[src/source/dcache_pkg.sv]
// geometry is fixed here: two ways, 16 sets, 4-word lines, 32-bit byte addresses
`default_nettype none

package dcache_pkg;

    // cache geometry
    localparam int WAYS       = 2;
    localparam int SETS       = 16;
    localparam int LINE_WORDS = 4;
    localparam int INDEX_W    = 4;
    localparam int WORD_W     = 2;
    // what is left above word, index and byte fields
    localparam int TAG_W      = 32 - INDEX_W - WORD_W - 2;

    typedef logic [31:0] word_t;
    typedef logic [3:0]  strb_t;

    typedef struct packed {
        logic [TAG_W-1:0]   tag;
        logic [INDEX_W-1:0] index;
        logic [WORD_W-1:0]  word;
        logic [1:0]         byte_off;
    } addr_fields_t;

    // bus address and cache view of the same word
    typedef union packed {
        logic [31:0]  raw;
        addr_fields_t fields;
    } addr_t;

    typedef struct packed {
        logic  write;
        addr_t addr;
        word_t wdata;
        strb_t strb;
    } cpu_req_t;

    // addr is always line aligned
    typedef struct packed {
        logic  rd_req;
        logic  wr_req;
        addr_t addr;
    } mem_cmd_t;

    typedef struct packed {
        logic  valid;
        word_t data;
    } mem_wbeat_t;

    typedef enum logic [2:0] {
        IDLE,
        LOOKUP,
        WB_REQ,
        WB_SEND,
        RF_REQ,
        RF_WAIT,
        DONE
    } ctrl_state_t;

endpackage

`default_nettype wire

[src/source/dcache_data_store.sv]
// no reset on the array; a read in the same cycle as a write to that word sees the new bytes
`default_nettype none

module dcache_data_store (
    input  logic                                 clk,
    input  logic [dcache_pkg::INDEX_W-1:0]       rd_index,
    output dcache_pkg::word_t [dcache_pkg::WAYS-1:0][dcache_pkg::LINE_WORDS-1:0] rd_line,
    input  logic                                 wr_way,
    input  logic [dcache_pkg::INDEX_W-1:0]       wr_index,
    input  logic [dcache_pkg::WORD_W-1:0]        wr_word,
    input  dcache_pkg::strb_t                    wr_strb,
    input  dcache_pkg::word_t                    wr_data,
    input  logic                                 we
);
    import dcache_pkg::*;

    localparam int BYTES = $bits(strb_t);

    word_t [WAYS-1:0][LINE_WORDS-1:0] mem [SETS];
    logic same_set;

    assign same_set = we && (wr_index == rd_index);

    // byte lanes written in place
    always_ff @(posedge clk) begin
        if (we) begin
            for (int b = 0; b < BYTES; b++) begin
                if (wr_strb[b]) begin
                    mem[wr_index][wr_way][wr_word][8*b +: 8] <= wr_data[8*b +: 8];
                end
            end
        end
    end

    // whole set per read, for hit select and write-back
    always_ff @(posedge clk) begin
        for (int w = 0; w < WAYS; w++) begin
            for (int k = 0; k < LINE_WORDS; k++) begin
                for (int b = 0; b < BYTES; b++) begin
                    if (same_set && wr_way == 1'(w) && wr_word == WORD_W'(k)
                            && wr_strb[b]) begin
                        rd_line[w][k][8*b +: 8] <= wr_data[8*b +: 8];
                    end else begin
                        rd_line[w][k][8*b +: 8] <= mem[rd_index][w][k][8*b +: 8];
                    end
                end
            end
        end
    end

endmodule

`default_nettype wire

[config.mk]
export PLATFORM = sky130hd
export DESIGN_NAME = dcache_data_store
export DESIGN_NICKNAME = d
export VERILOG_FILES = /design/src/source/dcache_pkg.sv /design/src/source/dcache_data_store.sv
export SDC_FILE = /design/constraint.sdc
export NUM_CORES = 2
export LEC_CHECK = 0
export BUFFER_PORTS_ARGS = -buffer_cell sky130_fd_sc_hd__buf_2
export CAP_MARGIN = 20
export CORE_MARGIN = 5
export CORE_UTILIZATION = 54
export CTS_CLUSTER_SIZE = 16
export DETAILED_ROUTE_END_ITERATION = 10
export PLACE_DENSITY = 0.78
export SLEW_MARGIN = 40
export SYNTH_ARGS = -nofsm -noshare
export SYNTH_HDL_FRONTEND = slang
export SYNTH_SLANG_ARGS = --single-unit
export TNS_END_PERCENT = 30
[constraint.sdc]
create_clock -name clk -period 3 [get_ports clk]
set_input_delay 0.15 -clock clk [delete_from_list [all_inputs] [get_ports clk]]
set_output_delay 0.15 -clock clk [all_outputs]
set_load 0.03 [all_outputs]
# Word-level counts from Yosys, hierarchy flattened
# Memory sizes are Yosys's and may differ from the RTL's. A register that Yosys moved wholly into a read port is not among the register bits.
# Cells that the tools add are included.
# totals
ram_bits	4096
out_inout_bits	256
ff_bits	0
wordCells	1571
input_bits	49
mem_count	1
# mem_list
memory	words	word_bits	read_ports	rd_ports_with_merged_regs	write_ports	line	source
mem	16	256	1	1	1	dcache_data_store.sv:19	word_t [WAYS-1:0][LINE_WORDS-1:0] mem [SETS];
# classes
muxes	796
reduce_logical	2
n_lt_le_gt_ge	4
bitwise_logic	768
# op_table
operator	count
2-to-1 mux 256 bit	4
2-to-1 mux 1 bit	776
bitwise OR 1 bit	768
demux 128 bit (select 1 bit)	4
2-to-1 mux 128 bit	4
demux 32 bit (select 2 bit)	4
2-to-1 mux 32 bit	1
2-to-1 mux 24 bit	1
2-to-1 mux 16 bit	1
2-to-1 mux 8 bit	1
less-than comparator 2 x 3 -> 1 bit, second input constant	1
greater-or-equal comparator 2 x 1 -> 1 bit, second input constant	1
logical AND 1 bit	2
less-than comparator 1 x 2 -> 1 bit, second input constant	1
greater-or-equal comparator 1 bit, second input constant	1

# Depth between registers and ports, before layout
# depth
word_depth	10
depth_mapped	9
ltp_nobuf	4

# Worst setup path before layout
# OpenSTA, ideal clock, no wires.
# synth_timing
path_kind	register -> output
from	register (tool-made name)
to	output rd_line[100] in the netlist's numbering
arrival_time_ns	1.796
n_path_buf	4
setup_slack_ns	1.054
required_ns	2.850
path_stages_with_launch	8
cell_sequence	dfxtp_1 > buf_2 > buf_6 > buf_6 > buf_2 > mux4_2 > a22oi_1 > nand2_1
# synth_rtl
item	line	source
end, declared	dcache_data_store.sv:7	output dcache_pkg::word_t [dcache_pkg::WAYS-1:0][dcache_pkg::LINE_WORDS-1:0] rd_line,

==> flow_metrics.tcl <==
set metrics [dict create \
    tns_ns -63.70 \
    place_ws_ns 0.327 \
    drt_drc_violations_left 0 \
    period_needed_ns 3.37 \
    yosys.cell_types.count 25 \
    cts_tree "built" \
    postRouteAntennaNets 0 \
    clock_sinks 4100 \
    drive_gt1_share_pct 35.6 \
    final_common_cell "edfxtp_1" \
    place_hpwl_um 263000 \
    largest_register_ffs 4096 \
    finalWirelength_um 488000 \
    cts_buffer_depth 4 \
    crit_path_max_fanout 12 \
    hold_slack_ns 0.0183 \
    yosysWarningCount 0 \
    postSynthAreaPerCell_um2 21.5 \
    leakage_uw 0.0619 \
    grt_pass1_wl_um 648000 \
    num_vias 87300 \
    syn_nets 7297 \
    regMostFlops "mem" \
    area_growth_syn_to_layout_pct 20.1 \
    cp-end-kind "primary output" \
    path_clk_slew_ns 0.06 \
    crit_chain "buf_4 -> buf_4 -> nor2b_4 -> buf_4 -> buf_4 -> a22oi_1 -> nand3_1 -> nand2_1 -> buf_2" \
    routedWlPerCell_um 38.4 \
    crit_top_cell "buf_4" \
    dr.pass1.iters 8 \
    hold_class "in2reg" \
    setup_viol 256 \
    grt_usage_pct 30.5 \
    start_util_pct 54.2 \
    core_area_um2 288000 \
    dieWidth_um 548 \
    cpPeakStageDelay_ns 0.48 \
    io_buffers 304 \
    tightest_slew_ns 1.08 \
    slew_viol_final 0 \
    ys_seq_area_share_pct 78.8 \
    power_density_nw_per_um2 648 \
    rows 197 \
    relSlewSlack_pct 28.3 \
    avgViaCountPerCell 6.87 \
    antenna_found_initial 39 \
    cts_buffers 394 \
    hold_depth 2 \
    hold_viol_final 0 \
    violations "negative setup slack" \
    finalPower_uw 121000 \
    grt_max_degree 129 \
    top_regs "mem: 4096 flops" \
    netlist_area_um2 156000 \
    irDropWorstVdd_mv 0.879 \
    criticalPathCategory "reg2out" \
    grt_setup_unrepaired "true" \
    grt-ovfl-total 0 \
    arrival_ns 3.22 \
    layout_common_cells "edfxtp_1, mux4_2, buf_4, nor2_1, clkbuf_16" \
    nets 8637 \
    die_h_um 548 \
    place_congestion 0.833 \
    crit_required_ns 2.85 \
    final.setup.worst_slack_ns -0.373 \
    root_buffer "clkbuf_16" \
    status "complete, but fails checks" \
    ys_ff_latch 4100 \
    critPathLaunchType "flop" \
    crit_slowest_cell "dfxtp_4" \
    min_period_over_period_pct 112 \
    drv_cap 0 \
    io_pins 305 \
    syn_inst 7248 \
    drtIter0Drc 16200 \
    num-fill-cells 17100 \
    fmax_mhz 297 \
    die_area_um2 300000 \
    cts_max_level 5 \
    first_global_vias 86300 \
    hp-start "rd_index[1]" \
]
==> synthesized netlist by cell type <==
cell,n,share of area [%]
o22ai_1,12,0.048
buf_1,29,0.070
and2_1,7,0.028
and3b_1,2,0.011
nor2b_1,11,0.044
and3_1,1,0.0040
dfxtp_1,4,0.051
nor2_2,1,0.0040
nor3b_1,3,0.014
nor3_1,1,0.0032
nor2_1,524,1.3
clkbuf_1,213,0.51
nand3_1,83,0.27
edfxtp_1,4096,79
nand2_1,293,0.70
a22oi_1,577,2.8
nand2b_1,2,0.0080
or2_2,1,0.0040
buf_6,48,0.35
buf_4,21,0.10
clkbuf_2,1,0.0032
mux2i_1,308,2.0
nand4_1,1,0.0040
mux4_2,870,13
buf_2,139,0.45
==> how the worst max path moves through the flow <==
stage / endpoint / cells after the start
final: rd_line[165] / 9
after floorplan: rd_line[100] / 7
after detailed placement: rd_line[106] / 7
after global placement: rd_line[106] / 7
after global routing: rd_line[61] / 10
after CTS: rd_line[142] / 8
==> what timing repair did <==
item / in CTS / in global routing
hold buffers: 41 / 0
pin swaps: 32 / 136
gates resized for setup: 227 / 482
setup buffers: 44 / 138
hold endpoints to repair: 1772 / 0
gates cloned: 37 / 45
endpoints found under the setup margin: 256 / 256
==> through the flow <==
step / cells / utilization (%) / instance area, um2
final: 12700 / 65.1 / 187000
after detailed placement: 11700 / 58.3 / 168000
after floorplan: 7248 / - / 156000
after global placement: 11700 / 58.3 / 168000
after global routing: 12700 / 65.1 / 187000
after CTS: 12500 / 63.7 / 183000
==> layout make-up <==
class	count	area, um2	area share, %
antenna	21	52.6	0.0280
clock buffer	480	10300	5.50
clock inverter	239	2300	1.23
multi-input combinational	2697	32500	17.3
sequential	4100	123000	65.7
tap	3781	4730	2.52
timing repair buffer	1395	14500	7.72
==> power by group <==
group          switching, uW  leakage (uW)  internal, uW
logic                   5620        0.0189          3070
registers               54.3        0.0368         63100
clock network          21800       0.00613         27700
==> critical path, delay by kind of cell, from the launching register on <==
kind / cells / cell delay [ns]
DFF: 1 / 0.48
AOI/OAI and AO/OA: 1 / 0.33
buffers and inverters: 5 / 1.04
and+or+nand+nor: 3 / 0.43
==> cells by family (layout without fill, tap and decap cells) <==
logic type | after synthesis | after routing | share of synthesized area (%)
flip-flops | 4100 | 4100 | 78.8
multiplexers | 1178 | 1178 | 14.5
AND/OR/NAND/NOR | 930 | 930 | 2.36
AO/OA/AOI/OAI | 589 | 589 | 2.82
buffers and inverters | 451 | 2114 | 1.48
other | 0 | 21 | 0
==> per-layer routing <==
metal	global-route usage, %	wire (um)	vias to the layer above
li1	-	-	32900
met1	39.1	150000	44100
met2	48.2	230000	8529
met3	8.00	72300	1756
met4	17.0	36300	10
met5	0	57	-
(Power assumes the default switching activity.)
