--- src/source/dcache_pkg.sv ---
// geometry is fixed here: two ways, 16 sets, 4-word lines, 32-bit byte addresses
`default_nettype none

package dcache_pkg;

    // cache geometry
    localparam int WAYS       = 2;
    localparam int SETS       = 16;
    localparam int LINE_WORDS = 4;
    localparam int INDEX_W    = 4;
    localparam int WORD_W     = 2;
    // what is left above word, index and byte fields
    localparam int TAG_W      = 32 - INDEX_W - WORD_W - 2;

    typedef logic [31:0] word_t;
    typedef logic [3:0]  strb_t;

    typedef struct packed {
        logic [TAG_W-1:0]   tag;
        logic [INDEX_W-1:0] index;
        logic [WORD_W-1:0]  word;
        logic [1:0]         byte_off;
    } addr_fields_t;

    // bus address and cache view of the same word
    typedef union packed {
        logic [31:0]  raw;
        addr_fields_t fields;
    } addr_t;

    typedef struct packed {
        logic  write;
        addr_t addr;
        word_t wdata;
        strb_t strb;
    } cpu_req_t;

    // addr is always line aligned
    typedef struct packed {
        logic  rd_req;
        logic  wr_req;
        addr_t addr;
    } mem_cmd_t;

    typedef struct packed {
        logic  valid;
        word_t data;
    } mem_wbeat_t;

    typedef enum logic [2:0] {
        IDLE,
        LOOKUP,
        WB_REQ,
        WB_SEND,
        RF_REQ,
        RF_WAIT,
        DONE
    } ctrl_state_t;

endpackage

`default_nettype wire

--- src/source/dcache_tag_store.sv ---
// one index for read and write; replacement bit logic assumes exactly two ways
`default_nettype none

module dcache_tag_store (
    input  logic                                        clk,
    input  logic                                        reset,
    input  logic [dcache_pkg::INDEX_W-1:0]              rd_index,
    output logic [dcache_pkg::WAYS-1:0][dcache_pkg::TAG_W-1:0] tags,
    output logic [dcache_pkg::WAYS-1:0]                 valid,
    output logic [dcache_pkg::WAYS-1:0]                 dirty,
    output logic                                        lru_way,
    input  logic                                        wr_way,
    input  logic                                        tag_we,
    input  logic [dcache_pkg::TAG_W-1:0]                wr_tag,
    input  logic                                        dirty_set,
    input  logic                                        dirty_clear,
    input  logic                                        touch,
    input  logic                                        touch_way
);
    import dcache_pkg::*;

    logic [WAYS-1:0][TAG_W-1:0] tag_mem [SETS];
    logic [SETS-1:0][WAYS-1:0]  valid_q;
    logic [SETS-1:0][WAYS-1:0]  dirty_q;
    logic [SETS-1:0]            lru_q;

    logic [WAYS-1:0] valid_nxt;
    logic [WAYS-1:0] dirty_nxt;
    logic            lru_nxt;

    // state of the addressed set after this cycle's updates
    always_comb begin
        valid_nxt = valid_q[rd_index];
        dirty_nxt = dirty_q[rd_index];
        lru_nxt   = lru_q[rd_index];
        if (tag_we) begin
            valid_nxt[wr_way] = 1'b1;
        end
        if (dirty_clear) begin
            dirty_nxt[wr_way] = 1'b0;
        end
        if (dirty_set) begin
            dirty_nxt[wr_way] = 1'b1;
        end
        // point at the other way
        if (touch) begin
            lru_nxt = ~touch_way;
        end
    end

    always_ff @(posedge clk) begin
        if (reset) begin
            valid_q <= '0;
            dirty_q <= '0;
            lru_q   <= '0;
            valid   <= '0;
            dirty   <= '0;
            lru_way <= 1'b0;
        end else begin
            valid_q[rd_index] <= valid_nxt;
            dirty_q[rd_index] <= dirty_nxt;
            lru_q[rd_index]   <= lru_nxt;
            // read returns the updated bits
            valid   <= valid_nxt;
            dirty   <= dirty_nxt;
            lru_way <= lru_nxt;
        end
    end

    // tag array, new tag forwarded to the read port
    always_ff @(posedge clk) begin
        if (tag_we) begin
            tag_mem[rd_index][wr_way] <= wr_tag;
        end
        for (int w = 0; w < WAYS; w++) begin
            if (tag_we && wr_way == 1'(w)) begin
                tags[w] <= wr_tag;
            end else begin
                tags[w] <= tag_mem[rd_index][w];
            end
        end
    end

endmodule

`default_nettype wire

--- config.mk ---
export PLATFORM = sky130hd
export DESIGN_NAME = dcache_tag_store
export DESIGN_NICKNAME = d
export VERILOG_FILES = /design/src/source/dcache_pkg.sv /design/src/source/dcache_tag_store.sv
export SDC_FILE = /design/constraint.sdc
export NUM_CORES = 1
export LEC_CHECK = 0
export BUFFER_PORTS_ARGS = -buffer_cell sky130_fd_sc_hd__buf_2
export CORE_MARGIN = 5
export CORE_UTILIZATION = 65
export CTS_CLUSTER_DIAMETER = 40
export DETAILED_ROUTE_END_ITERATION = 6
export GPL_TIMING_DRIVEN = 0
export PLACE_DENSITY = 0.83
export SLEW_MARGIN = 0
export SYNTH_ARGS = -nofsm -noshare
export SYNTH_HDL_FRONTEND = slang
export SYNTH_SLANG_ARGS = --single-unit
--- constraint.sdc ---
create_clock -name clk -period 4.64 [get_ports clk]
set_clock_uncertainty 0.2 [all_clocks]
set_input_delay 0.232 -clock clk [delete_from_list [all_inputs] [get_ports clk]]
set_output_delay 0.232 -clock clk [all_outputs]
set_load 0.05 [all_outputs]
======== Word-level counts from Yosys, hierarchy flattened ========
Memories as Yosys holds them, arrays and structs flattened. A register that Yosys moved wholly into a read port is not among the register bits.
Cells that the tools add are included.
word-level totals
  memories kept ........................... 1
  RAM bits ................................ 768
  bits in read-only memories .............. 0
  output and inout bits ................... 53
  latch bits .............................. 0
  register bits after elaboration ......... 85
  input port bits ......................... 36
operators by class
  $lt $le $gt $ge ......................... 4
  add/subtract/negate cells ............... 0
  eq/ne operators ......................... 0
  bitwise operators ....................... 5
  shift-type cells ........................ 0
  multiplexer cells ....................... 23
  reductions and logical operators ........ 2
  divide/modulo/power cells ............... 0
  multiply operators ...................... 0
memories
  memory   depth  bits a word  read ports  clocked after Yosys merged registers in  wr ports  RTL line                RTL
  tag_mem  16     48           1           1                                        1         dcache_tag_store.sv:22  logic [WAYS-1:0][TAG_W-1:0] tag_mem [SETS];
operators by type and width
  kind                count
  $bwmux 32           2
  $mux 48             1
  $demux 24 s1        1
  $mux 24             1
  $bmux 2 s4          2
  $bwmux 16           1
  $mux 2              6
  $demux 2 s4         1
  $lt 4x5->1 const B  1
  $mux 1              5
  $bmux 1 s4          1
  $demux 1 s4         1
  $ge 4x1->1 const B  1
  $or 2x2->2          2
  $and 2x2->2         1
  $logic_and 1x1->1   2
  $lt 1x2->1 const B  1
  $not 2->2           1
  $demux 1 s1         1
  $ge 1x1->1 const B  1
  $not 1->1           1

======== Longest topological paths before layout ========
  word-level depth ........................ 10
  mapped depth ............................ 9
  gate-level depth less buffers ........... 4

======== Worst setup path before layout ========
No wires, ideal clock.
  kind .................................... input-to-reg
  from .................................... input rd_index[0] (netlist bit)
  to ...................................... memory tag_mem[14][0] (netlist bit) (enable)
  library setup time ...................... 405 ps
  setup slack ............................. 1601 ps
  stages .................................. 8
  arrival time ............................ 2435 ps
  path buffers ............................ 5
  data required time ...................... 4035 ps
  cells stage by stage .................... buf_6 buf_12 buf_12 buf_12 buf_4 nor2b_1 nand3_1 nor2_1
RTL lines
  item         RTL line                RTL
  from (decl)  dcache_tag_store.sv:7   input logic [dcache_pkg::INDEX_W-1:0] rd_index,
  to (decl)    dcache_tag_store.sv:22
No word-level cell before the write port.

==> run_results.csv <==
group,metric,value,unit
placement,post-place-ws,1240,ps
timing,maxSlewHeadroom,10.7,%
global_route,grt_max_degree,33,
final_layout,drive_above_1_share,32.2,%
timing,setup_viol,0,
synthesis,synthCells,1496,
critical_path,end_kind,"output pin",
floorplan,rows,82,
drt,dr.pass1.iters,5,
drt,wire_per_inst,37.3,µm
power,combPwrFrac,6.7,%
floorplan,die_area,55100,µm²
power,max-vdd-ir-drop,503,µV
cts,h-tree-depth,3,
placement,postPlaceCellArea,34900,µm²
power,powerDensity,445,nW/µm²
floorplan,die_y,235,µm
synthesis,ys_ff_latch,857,
timing,rsz0062_at_grt,"no",
synthesis,yosysSeqAreaShare,75.7,%
critical_path,cp.arrival,3690,ps
synthesis,yosys.area_share.simple,2.74,%
timing,fmax,243,MHz
min_path,hp-class,"in2reg",
cts,clockBufferDepth,3,
final_layout,nNetsFinal,1766,
critical_path,cp.required,4210,ps
timing,fin_ws,517,ps
power,clkPwrFrac,42.9,%
placement,dp_hpwl,50500,µm
synthesis,syn-num-nets,1532,
placement,place_congestion,0.886,
cts,cts.sinks,857,
run_status,status,"finished clean",
placement,placed_cells,2277,
drt,drc_errors,0,
critical_path,critPathKind,"reg2out",
synthesis,synth_xor_area_share,0,%
power,p_int,13000,µW
drt,ant_nets,0,
synthesis,synth.area.mux_share,17.9,%
global_route,grt_pass1_vias,18579,
cts,insertion_delay,640,ps
synthesis,yosys_warnings,0,
power,p_leak,0.0121,µW
critical_path,crit_path_start_kind,"flip-flop",
cts,cts_buffers,90,
global_route,grt_pass1_wl,133000,µm
cts,tritoncts,"done",
drt,via_count,18274,
global_route,antenna_found_initial,2,
synthesis,ys_types,42,
synthesis,syn_avg_cell_area,21.9,µm²
floorplan,start_util,65.6,%
final_layout,fin_cells,2475,
final_layout,fill_cells,2481,
power,switching_share,23.2,%
synthesis,synth_top_family_by_area,"multiplexers",
critical_path,worstPathMaxFanout,10,
synthesis,yosys-top-cells-area,"edfxtp_1 70%, mux4_2 17%, dfxtp_1 5.4%",
cts,cts_resized,0,
power,pwr-share-seq,50.4,%
final_layout,seqCellArea,24800,µm²
cts,clkTransAtPathRegs,70,ps
timing,final.min_clock_period,4120,ps
final_layout,area_growth_syn_to_layout,16.3,%
synthesis,yosysTopAreaCellShare,70.3,%
power,switching_power,3950,µW
timing,fin_crit_sh,88.9,%
placement,portBuffers,87,
synthesis,yosys.area_share.adder,0,%
drt,drtIter0Drc,2974,
final_layout,fin_area,38200,µm²
timing,holdWs,23.0,ps
synthesis,synth_compound_area_share,2.30,%
synthesis,synth_area,32800,µm²
floorplan,die_w,235,µm
floorplan,core_area,50100,µm²
global_route,gr-total-overflow,0,
global_route,grtUsageTotal,33.6,%
drt,drt_wl_total,92300,µm
cts,cts_root_buffer,"clkbuf_16",
synthesis,synth_top_area_cell,"edfxtp_1",
timing,finalHoldViolCount,0,
floorplan,pin_count,89,
run,drv_cap,0,
final_layout,multi_input_area,7780,µm²
drt,viasPerCell,7.38,
timing,maxSlewViolCount,0,
timing,worstMarginPinSlew,1340,ps
[worst paths after layout]
path,startpoint,end,slack [ps],cells after the start
setup / recovery,flip-flop,tags[39],520,5
hold / removal,wr_tag[3],tag_mem[0][3],20,1
setup reg to reg,lru_q[0],lru_q[1],2080,5
hold reg to reg,valid_q[23],valid_q[23],290,2
[stage by stage]
step / setup TNS [ps] / utilization [%] / power (µW)
2_1_floorplan: 0 / - / 9380
3_3_place_gp: -28770 / 68.1 / 9710
3_5_place_dp: 0 / 69.7 / 9780
4_1_cts: 0 / 76.2 / 17000
5_1_grt: 0 / 76.2 / 17400
6_report: 0 / 76.2 / 17000
[cell usage after synthesis, drive strengths merged]
| cell | count |
|---|---|
| nand4b | 1 |
| a32oi | 2 |
| edfxtp | 768 |
| a311oi | 16 |
| nand3b | 17 |
| nand3 | 7 |
| a221oi | 2 |
| and2b | 3 |
| nand2 | 19 |
| o221ai | 1 |
| mux2i | 18 |
| and2 | 4 |
| mux4 | 251 |
| nor2b | 7 |
| mux2 | 2 |
| inv | 4 |
| o31ai | 1 |
| a211oi | 46 |
| dfxtp | 89 |
| nand2b | 4 |
| nor2 | 110 |
| o21ai | 16 |
| clkbuf | 38 |
| a22oi | 6 |
| nor4 | 1 |
| nor3 | 10 |
| a22o | 1 |
| a21oi | 9 |
| buf | 43 |
[area by class of cell]
cell class	instances	share of cell area, %
Inverter	4	0.0393
Buffer	81	1.10
Antenna cell	1	0.00656
Tap cell	672	2.20
Multi-Input combinational cell	554	20.4
Sequential cell	857	65.1
Clock buffer	109	6.17
Timing Repair Buffer	142	3.42
Clock inverter	55	1.56
[cells by family (layout without fill, tap and decap cells)]
kind of cell	count (synthesis)	after routing
muxes	271	271
and+or+nand+nor	183	183
other	0	1
buffers and inverters	85	391
AOI/OAI and AO/OA	100	100
DFF	857	857
[power by group through the flow]
stage | clock [µW] | sequential [µW] | combinational (µW)
final | 7280 | 8550 | 1130
after CTS | 7280 | 8550 | 1120
after floorplan | 0 | 8700 | 677
after global placement | 0 | 8700 | 1010
after detailed placement | 0 | 8710 | 1080
after global routing | 7680 | 8550 | 1170
[metal layers]
layer  wire length (µm)  track usage (%)
met1              31000             45.1
met2              46500             55.4
met3              10800             7.19
met4               3970             13.4
met5                 16                0
[worst max-delay path, stage by stage, from the launching register on]
cell and delay (ps):
dfxtp_1 420, clkbuf_1 550, clkbuf_1 820, mux4_2 450
mux4_2 570, buf_2 250
[layout by cell type, fill, tap and decap left out, types with 12 or more instances in the layout]
cell type / synthesis / final
clkbuf_16: 0 / 91
nor2_1: 109 / 77
clkbuf_1: 38 / 55
buf_12: 3 / 12
a211oi_1: 45 / 45
mux2i_1: 18 / 18
edfxtp_1: 768 / 768
buf_2: 27 / 114
nand2_1: 19 / 19
a311oi_1: 16 / 16
nor2_4: 0 / 32
dfxtp_1: 89 / 89
mux4_2: 243 / 243
dlygate4sd3_1: 0 / 33
buf_16: 0 / 13
nand3b_1: 17 / 17
[what timing repair did]
| action | CTS | global route |
|---|---|---|
| buffers inserted | 0 | 0 |
| hold buffers | 33 | 0 |
| hold endpoints to repair | 747 | 0 |
[registers in the layout, summed over array words and instances, names as in the netlist, named ones only]
signal and flops:
valid 2, lru_q 16, lru_way 1, dirty_q 32
dirty 2, tag_mem 768, valid_q 32
Note: power is estimated with default switching activity, not from simulation.
