[src/source/dcache_pkg.sv]
// geometry is fixed here: two ways, 16 sets, 4-word lines, 32-bit byte addresses
`default_nettype none

package dcache_pkg;

    // cache geometry
    localparam int WAYS       = 2;
    localparam int SETS       = 16;
    localparam int LINE_WORDS = 4;
    localparam int INDEX_W    = 4;
    localparam int WORD_W     = 2;
    // what is left above word, index and byte fields
    localparam int TAG_W      = 32 - INDEX_W - WORD_W - 2;

    typedef logic [31:0] word_t;
    typedef logic [3:0]  strb_t;

    typedef struct packed {
        logic [TAG_W-1:0]   tag;
        logic [INDEX_W-1:0] index;
        logic [WORD_W-1:0]  word;
        logic [1:0]         byte_off;
    } addr_fields_t;

    // bus address and cache view of the same word
    typedef union packed {
        logic [31:0]  raw;
        addr_fields_t fields;
    } addr_t;

    typedef struct packed {
        logic  write;
        addr_t addr;
        word_t wdata;
        strb_t strb;
    } cpu_req_t;

    // addr is always line aligned
    typedef struct packed {
        logic  rd_req;
        logic  wr_req;
        addr_t addr;
    } mem_cmd_t;

    typedef struct packed {
        logic  valid;
        word_t data;
    } mem_wbeat_t;

    typedef enum logic [2:0] {
        IDLE,
        LOOKUP,
        WB_REQ,
        WB_SEND,
        RF_REQ,
        RF_WAIT,
        DONE
    } ctrl_state_t;

endpackage

`default_nettype wire

[src/source/dcache_ctrl.sv]
// one request at a time; a refilled line is always looked up again before the response
`default_nettype none

module dcache_ctrl (
    input  logic                    clk,
    input  logic                    reset,
    input  logic                    cpu_valid,
    output logic                    cpu_done,
    input  logic                    hit,
    input  logic                    hit_way,
    input  logic                    victim_dirty,
    input  logic                    req_write,
    input  logic                    mem_rd_rdy,
    input  logic                    mem_wr_rdy,
    input  logic                    mem_ret_valid,
    input  logic                    beat_last,
    output dcache_pkg::ctrl_state_t state,
    output logic                    beat_en,
    output logic                    tag_we,
    output logic                    data_we_word,
    output logic                    rd_req,
    output logic                    wr_req
);
    import dcache_pkg::*;

    ctrl_state_t state_next;
    logic        ret_beat;
    logic        store_hit;

    assign ret_beat  = (state == RF_WAIT) && mem_ret_valid;
    assign store_hit = (state == LOOKUP) && hit && req_write;

    always_ff @(posedge clk) begin
        if (reset) begin
            state <= IDLE;
        end else begin
            state <= state_next;
        end
    end

    always_comb begin
        state_next = state;
        case (state)
            IDLE: begin
                if (cpu_valid) begin
                    state_next = LOOKUP;
                end
            end
            LOOKUP: begin
                if (hit) begin
                    state_next = DONE;
                end else if (victim_dirty) begin
                    state_next = WB_REQ;
                end else begin
                    state_next = RF_REQ;
                end
            end
            WB_REQ: begin
                if (mem_wr_rdy) begin
                    state_next = WB_SEND;
                end
            end
            // one word per cycle, memory cannot stall
            WB_SEND: begin
                if (beat_last) begin
                    state_next = RF_REQ;
                end
            end
            RF_REQ: begin
                if (mem_rd_rdy) begin
                    state_next = RF_WAIT;
                end
            end
            RF_WAIT: begin
                if (ret_beat && beat_last) begin
                    state_next = LOOKUP;
                end
            end
            DONE: begin
                state_next = IDLE;
            end
            default: begin
                state_next = IDLE;
            end
        endcase
    end

    assign cpu_done     = (state == DONE);
    assign wr_req       = (state == WB_REQ);
    assign rd_req       = (state == RF_REQ);
    assign beat_en      = (state == WB_SEND) || ret_beat;
    // tag goes in with the last refill word
    assign tag_we       = ret_beat && beat_last;
    assign data_we_word = store_hit || ret_beat;

    a_done_pulse: assert property (@(posedge clk) disable iff (reset)
        cpu_done |=> !cpu_done)
        else $error("cpu_done longer than one cycle");

    a_valid_held: assert property (@(posedge clk) disable iff (reset)
        (state != IDLE) |-> cpu_valid)
        else $error("cpu_valid dropped before cpu_done");

    // tag store must show the new line on the very next lookup
    a_refill_hits: assert property (@(posedge clk) disable iff (reset)
        (ret_beat && beat_last) |=> hit)
        else $error("lookup after refill missed");

    // lru and dirty updates leave the hit way alone
    a_hit_way_stable: assert property (@(posedge clk) disable iff (reset)
        (state == LOOKUP && hit) |=> (hit && $stable(hit_way)))
        else $error("hit way changed between lookup and response");

endmodule

`default_nettype wire

[config.mk]
export PLATFORM = sky130hd
export DESIGN_NAME = dcache_ctrl
export DESIGN_NICKNAME = d
export VERILOG_FILES = /design/src/source/dcache_pkg.sv /design/src/source/dcache_ctrl.sv
export SDC_FILE = /design/constraint.sdc
export NUM_CORES = 1
export LEC_CHECK = 0
export BUFFER_PORTS_ARGS = -buffer_cell sky130_fd_sc_hd__buf_2
export CAP_MARGIN = 20
export CORE_AREA = 8 8 45 47
export CTS_CLUSTER_SIZE = 14
export DETAILED_ROUTE_END_ITERATION = 6
export DIE_AREA = 0 0 53 55
export GPL_TIMING_DRIVEN = 0
export HOLD_SLACK_MARGIN = 0.03
export MAX_ROUTING_LAYER = met4
export PLACE_DENSITY_LB_ADDON = 0.08
export SYNTH_ARGS = -nofsm -noshare
export SYNTH_HDL_FRONTEND = slang
export SYNTH_SLANG_ARGS = --single-unit
[constraint.sdc]
create_clock -name clk -period 3 [get_ports clk]
set_clock_uncertainty 0.1 [all_clocks]
set_input_delay 0.6 -clock clk [delete_from_list [all_inputs] [get_ports clk]]
set_output_delay 0.6 -clock clk [all_outputs]
set_load 0.05 [all_outputs]
### Word-level counts from Yosys, hierarchy flattened

Cells that the tools add are included.

| operators by class | value |
|---|---|
| equal/unequal tests | 11 |
| mux-type cells | 8 |
| reduce and logical (&&, ||, !) cells | 8 |

Operator list:

| operator | count |
|---|---|
| $mux 3 | 7 |
| $pmux 3 s6 | 1 |
| $ne 2x2->1 const B | 5 |
| $eq 3x3->1 const B | 3 |
| $eq 3x2->1 const B | 2 |
| $reduce_and 5->1 | 1 |
| $logic_and 1x1->1 | 4 |
| $eq 3x1->1 const B | 1 |
| $logic_not 3->1 | 1 |
| $logic_or 1x1->1 | 2 |

| word-level totals | value |
|---|---|
| register bits after elaboration | 3 |
| input bits | 11 |
| logic and storage cells | 28 |

### Longest topological paths before layout

Gate-level depths: netlist of run 1.

| logic depth | value |
|---|---|
| depth after elaboration | 5 |
| mapped depth | 4 |
| mapped depth without buffers | 3 |

### Worst setup path before layout of run 1

No wires, ideal clock.

| timing | value |
|---|---|
| path type | register -> output |
| start point | reg state[2] |
| end point | out beat_en |
| arrival | 2.240 ns |
| slack | 0.060 ns |
| stages on the path, launching flop included | 5 |
| cell sequence | dfxtp_1 buf_2 nor2b_1 nand2_1 a21boi_0 |

| on the way | value |
|---|---|
| word-level cells in the longest chain between the ends | 3 |

RTL lines:

| element | RTL line | text |
|---|---|---|
| from (decl) | dcache_ctrl.sv:17 | `output dcache_pkg::ctrl_state_t state,` |
| from (signal assigned) | dcache_ctrl.sv:37 | `state <= state_next;` |
| $eq 3x3->1 | dcache_ctrl.sv:30 | `assign ret_beat = (state == RF_WAIT) && mem_ret_valid;` |
| $logic_and 1x1->1 | dcache_ctrl.sv:30 |  |
| $logic_or 1x1->1 (*) | dcache_ctrl.sv:91 | `assign beat_en = (state == WB_SEND) \|\| ret_beat;` |
| to (decl) | dcache_ctrl.sv:18 | `output logic beat_en,` |

Mark *: on every way between the ends. The rest lies on a longest branch, timed or not.

### Worst setup path in the final report of run 1

Ends and elaborated chain as after synthesis.

==> results of run 1 <==
[cell families (layout without fill, tap and decap cells)]
logic type,after synthesis,after routing,share of synthesized area
buffers and inverters,5,27,0.108
multiplexers,1,1,0.0424
flip-flops,3,3,0.226
AO/OA/AOI/OAI,10,10,0.278
AND/OR/NAND/NOR,18,18,0.344
[power breakdown]
group          internal (W)  total (W)  switching, W
sequential        0.0000463  0.0000514    0.00000509
combinational     0.0000360   0.000116     0.0000797
clock             0.0000497  0.0000691     0.0000194
[per-layer routing]
metal | routed length, um | track usage
met5 | 0 | -
met4 | 0 | 0.0862
met3 | 68 | 0.0294
met2 | 390 | 0.0859
met1 | 459 | 0.0864
[cells in the final DEF (no fill, tap or decap)]
cell	instances
o21ai_0	2
dfxtp_1	3
nor4_1	1
nand2_1	5
and3_1	1
nor3_1	2
nor2_1	3
a31oi_1	1
nor2b_1	2
clkbuf_4	3
or3b_1	1
nand3_1	1
a32oi_1	1
a2111oi_0	1
a311o_1	1
nand2b_1	2
clkbuf_1	1
buf_6	1
a21boi_0	1
a21oi_1	1
mux2_2	1
o211a_1	1
a211oi_1	1
buf_2	20
inv_1	2
[through the flow]
| stage | std cells | hold WS [ps] | cell area (um^2) | setup WS [ps] |
|---|---|---|---|---|
| after detailed placement | 71 | 548 | 375 | 1030 |
| after global placement | 71 | 578 | 375 | 1020 |
| final | 75 | 470 | 402 | 850 |
| after floorplan | 37 | 578 | 265 | 60.3 |
| after CTS | 75 | 458 | 402 | 819 |
| after global routing | 75 | 461 | 402 | 739 |
[cells in the mapped netlist]
master,count,area [um^2]
nand2b_1,2,12.5
a311o_1,1,10.0
o211a_1,1,10.0
a211oi_1,1,7.51
nor3_1,2,10.0
nand3_1,1,5.00
a21oi_1,1,5.00
a21boi_0,1,7.51
buf_6,1,11.3
nor2b_1,2,12.5
a32oi_1,1,8.76
a2111oi_0,1,8.76
o21ai_0,2,10.0
a31oi_1,1,6.26
nor2_1,3,11.3
dfxtp_1,3,60.1
mux2_2,1,11.3
inv_1,2,7.51
or3b_1,1,8.76
buf_2,2,10.0
nor4_1,1,6.26
and3_1,1,6.26
nand2_1,5,18.8
[layout make-up]
cell class	instances	area (um^2)	share of cell area
Multi-Input combinational cell	29	176	0.439
Sequential cell	3	60.1	0.150
Buffer	3	21.3	0.0530
Timing Repair Buffer	18	90.1	0.224
Inverter	2	7.51	0.0187
Tap cell	16	20.0	0.0498
Clock buffer	4	26.3	0.0654
[worst min-delay path by stage]
stage          depth (start not counted)  slack, ps       end
6_report                               2        470  state[0]
2_1_floorplan                          1        580  state[0]
3_3_place_gp                           2        580  state[1]
4_1_cts                                2        460  state[0]
5_1_grt                                2        460  state[0]
3_5_place_dp                           2        550  state[1]
==> results_dict.tcl, run 1 <==
set metrics [dict create \
    status "finished clean" \
    path_cells "buf_2, nor2b_1, nand2_1, a21boi_0, buf_2" \
    cts_tree "built" \
    wirelength_um 918 \
    cts_buffers 3 \
    grt_max_degree 11 \
    final_nets 71 \
    gp_congestion 0.729 \
    slew_headroom 0.745 \
    port_buffers 18 \
    clock-root-buffer "clkbuf_4" \
    vias_per_cell 4.43 \
    max_freq_mhz 465 \
    route.detailed.drc 0 \
    die_y_um 55 \
    startpoint "state[2]" \
    crit_top_cell "buf_2" \
    slowest_stage "dfxtp_1" \
    grt_pass1_wl_um 1480 \
    ys_seq_area_frac 0.226 \
    cts.repair.resized 0 \
    dpl.hpwl_um 712 \
    die_area_mm2 0.00292 \
    startpoint_type "flop" \
    grt.total_usage 0.0742 \
    worst_slew_pin_slew_ps 373 \
    final.period_utilization 0.717 \
    fin_crit_ps 2150 \
    finalSetupViolCount 0 \
    cp_max_fo 10 \
    rsz0062_at_grt "false" \
    largest_register_ffs 3 \
    synth_nets 48 \
    postCtsHoldBufs 0 \
    reg2reg_to "state[2]" \
    crit_end "beat_en" \
    first_pass_iters 4 \
    vdd.ir_drop.worst_mv 0.149 \
    reg2reg_slack_ps 1650 \
    clkTransAtPathRegs_ps 40 \
    cpPeakStageDelay_ps 310 \
    tns_ps 0 \
    first_iter_violations 9 \
    drive_gt1_frac 0.424 \
    n_fill_cell 170 \
    syn_area_um2 265 \
    grt_pass1_vias 355 \
    worstSkewPairLatency_ps 230 \
    power.density_mw_per_mm2 588 \
    grt.overflow.total 0 \
    power.leakage_nw 0.201 \
    synth-seq-cells 3 \
    synth_cells 37 \
    crit_arrival_ps 1450 \
    drv_cap 0 \
    critical_path_buf_inv_count 2 \
    vias 332 \
    rows 14 \
    reg.largest.list "state: 3 flops" \
    setup.worst_path.class "reg2out" \
    area_growth_pct 51.4 \
    end_kind "output port" \
    core-area_mm2 0.00138 \
    n_antenna_cell 0 \
    syn_area_per_cell_um2 7.17 \
    hold_path_class "in2reg" \
    ant_nets 0 \
    antenna_found_initial 0 \
    crit_family "buffers and inverters" \
    start_util 0.192 \
    largest-register "state" \
    worst-path-stages 5 \
    synth_cell_types 23 \
    hp-start "reset" \
    ff2ff_path_depth 4 \
    cts_max_level 1 \
    timing.rr.start "state[1]" \
    yosysWarnings 0 \
    cts.sinks 3 \
    finalMaxSlewViolations 0 \
    die_w_um 53 \
    io_pins 20 \
    postLayoutCoreUtil 0.290 \
    post_cts_buffers 0 \
    hold_viol 0 \
    clockBufferDepth 2 \
    fin_total_pwr_w 0.000236 \
    routedWlPerCell_um 12.2 \
    cp_data_required_time_ps 2300 \
]
(Power assumes the default switching activity.)
==> run 2: changes to the inputs <==
==> constraint.sdc (replaced) <==
create_clock -name clk -period 1.9 [get_ports clk]
set_clock_uncertainty 0.1 [all_clocks]
set_input_delay 0.38 -clock clk [delete_from_list [all_inputs] [get_ports clk]]
set_output_delay 0.38 -clock clk [all_outputs]
set_load 0.05 [all_outputs]
==> run 2 against run 1 <==
Utilization grew 3.2 points. Combinational power grew 74%. Clock power grew 66%. First-iteration DRC count is the same.
==> results_dict.tcl, run 2 (synthesized netlist as in run 1, its figures left out) <==
set metrics [dict create \
    status "finished clean" \
    layout_common_cells "buf_2, clkbuf_4, nand2_1, dfxtp_1" \
    first_pass_iters 4 \
    cts_tree "built" \
    placed_area_um2 409 \
    layout_commonest_cell "buf_2" \
    area_growth_pct 67.9 \
    grt_max_degree 11 \
    worst_slew_pin_slew_ps 412 \
    reg2reg_slack_ps 530 \
    tns_ps 0 \
    power.density_mw_per_mm2 896 \
    dpl.hpwl_um 736 \
    core-area_mm2 0.00138 \
    finalMaxSlewViolations 0 \
    finalSetupViolCount 0 \
    power.leakage_nw 0.203 \
    port_buffers 18 \
    grt_pass1_vias 358 \
    hold_viol 0 \
    slew_headroom 0.718 \
    setup.worst_path.class "reg2out" \
    gp_congestion 0.707 \
    die_y_um 55 \
    worstSkewPairLatency_ps 240 \
    hold_depth 2 \
    grt_pass1_wl_um 1450 \
    antenna_found_initial 0 \
    first_iter_violations 9 \
    hold_path_end "state[0]" \
    n_fill_cell 161 \
    hold_path_class "in2reg" \
    max_freq_mhz 551 \
    route.detailed.drc 0 \
    fin_crit_ps 1810 \
    rows 14 \
    final.period_utilization 0.955 \
    cts.sinks 3 \
    cp_data_required_time_ps 1420 \
    grt.total_usage 0.0710 \
    ff2ff_path_depth 4 \
    startpoint_type "flop" \
    end_kind "output port" \
    final_nets 71 \
    setup_slack_ps 85.1 \
    rsz0062_at_grt "false" \
    vdd.ir_drop.worst_mv 0.228 \
    cp_max_fo 10 \
    largest_register_ffs 3 \
    reg.largest.list "state: 3 flops" \
    io_pins 20 \
    clkTransAtPathRegs_ps 40 \
    drive_gt1_frac 0.542 \
    ant_nets 0 \
    postCtsHoldBufs 0 \
    cts_max_level 1 \
    clock-root-buffer "clkbuf_4" \
    reg2reg_to "state[2]" \
    cts_buffers 3 \
    vias 346 \
    pre_cts_ws_ps 239 \
    clockBufferDepth 2 \
    largest-register "state" \
    wirelength_um 926 \
    post_cts_buffers 0 \
    hp-start "reset" \
    crit_arrival_ps 1330 \
    fin_total_pwr_w 0.000399 \
    n_antenna_cell 0 \
    vias_per_cell 4.61 \
    die_w_um 53 \
    routedWlPerCell_um 12.3 \
    start_util 0.192 \
    fin_area_um2 445 \
    die_area_mm2 0.00292 \
    timing.rr.start "state[1]" \
    drv_cap 0 \
    grt.overflow.total 0 \
]
## run 2: how the worst max path moves through the flow
stage / from / endpoint
6_report: state[0] / data_we_word
5_1_grt: state[0] / data_we_word
4_1_cts: state[2] / beat_en
3_5_place_dp: state[2] / beat_en
3_3_place_gp: state[2] / beat_en
2_1_floorplan: state[2] / beat_en
## run 2: layer usage
| metal | share of wire | vias up | routed length [um] | GRT usage |
|---|---|---|---|---|
| met5 | 0 | - | 0 | - |
| met1 | 0.51 | 144 | 471 | 0.0868 |
| met4 | 0.018 | 0 | 17 | 0.0647 |
| met2 | 0.40 | 19 | 369 | 0.0840 |
| li1 | - | 181 | - | - |
| met3 | 0.073 | 2 | 68 | 0.0294 |
## run 2: metrics by stage
step	instances	hold WS [ps]	util
floorplan	37	358	-
global placement	71	484	0.296
detailed placement	71	481	0.296
CTS	75	230	0.316
global route	75	252	0.322
finish	75	239	0.322
## run 2: worst max-delay path, stage by stage (launching register included)
cell and delay [ps]:
dfxtp_1 400, clkbuf_4 260, and3_2 190, buf_2 250
## run 2: where the power goes
group | internal (W) | leakage [nW] | switching, W
clock network | 0.0000789 | 0.0150 | 0.0000361
logic | 0.0000645 | 0.164 | 0.000138
registers | 0.0000730 | 0.0247 | 0.00000848
total | 0.000216 | 0.203 | 0.000183
## run 2: final cells by class
| class | count | area [um^2] | share of cell area |
|---|---|---|---|
| inverter | 2 | 7.51 | 0.0169 |
| clock buffer | 4 | 26.3 | 0.0590 |
| buffer | 3 | 26.3 | 0.0590 |
| timing repair buffer | 18 | 92.6 | 0.208 |
| multi-input combinational | 29 | 213 | 0.478 |
| tap | 16 | 20.0 | 0.0449 |
| sequential | 3 | 60.1 | 0.135 |
## run 2: what timing repair did
| action | CTS | global route |
|---|---|---|
| pin swaps | 0 | 0 |
| resized for setup | 1 | 3 |
| endpoints found under the setup margin | 1 | 2 |
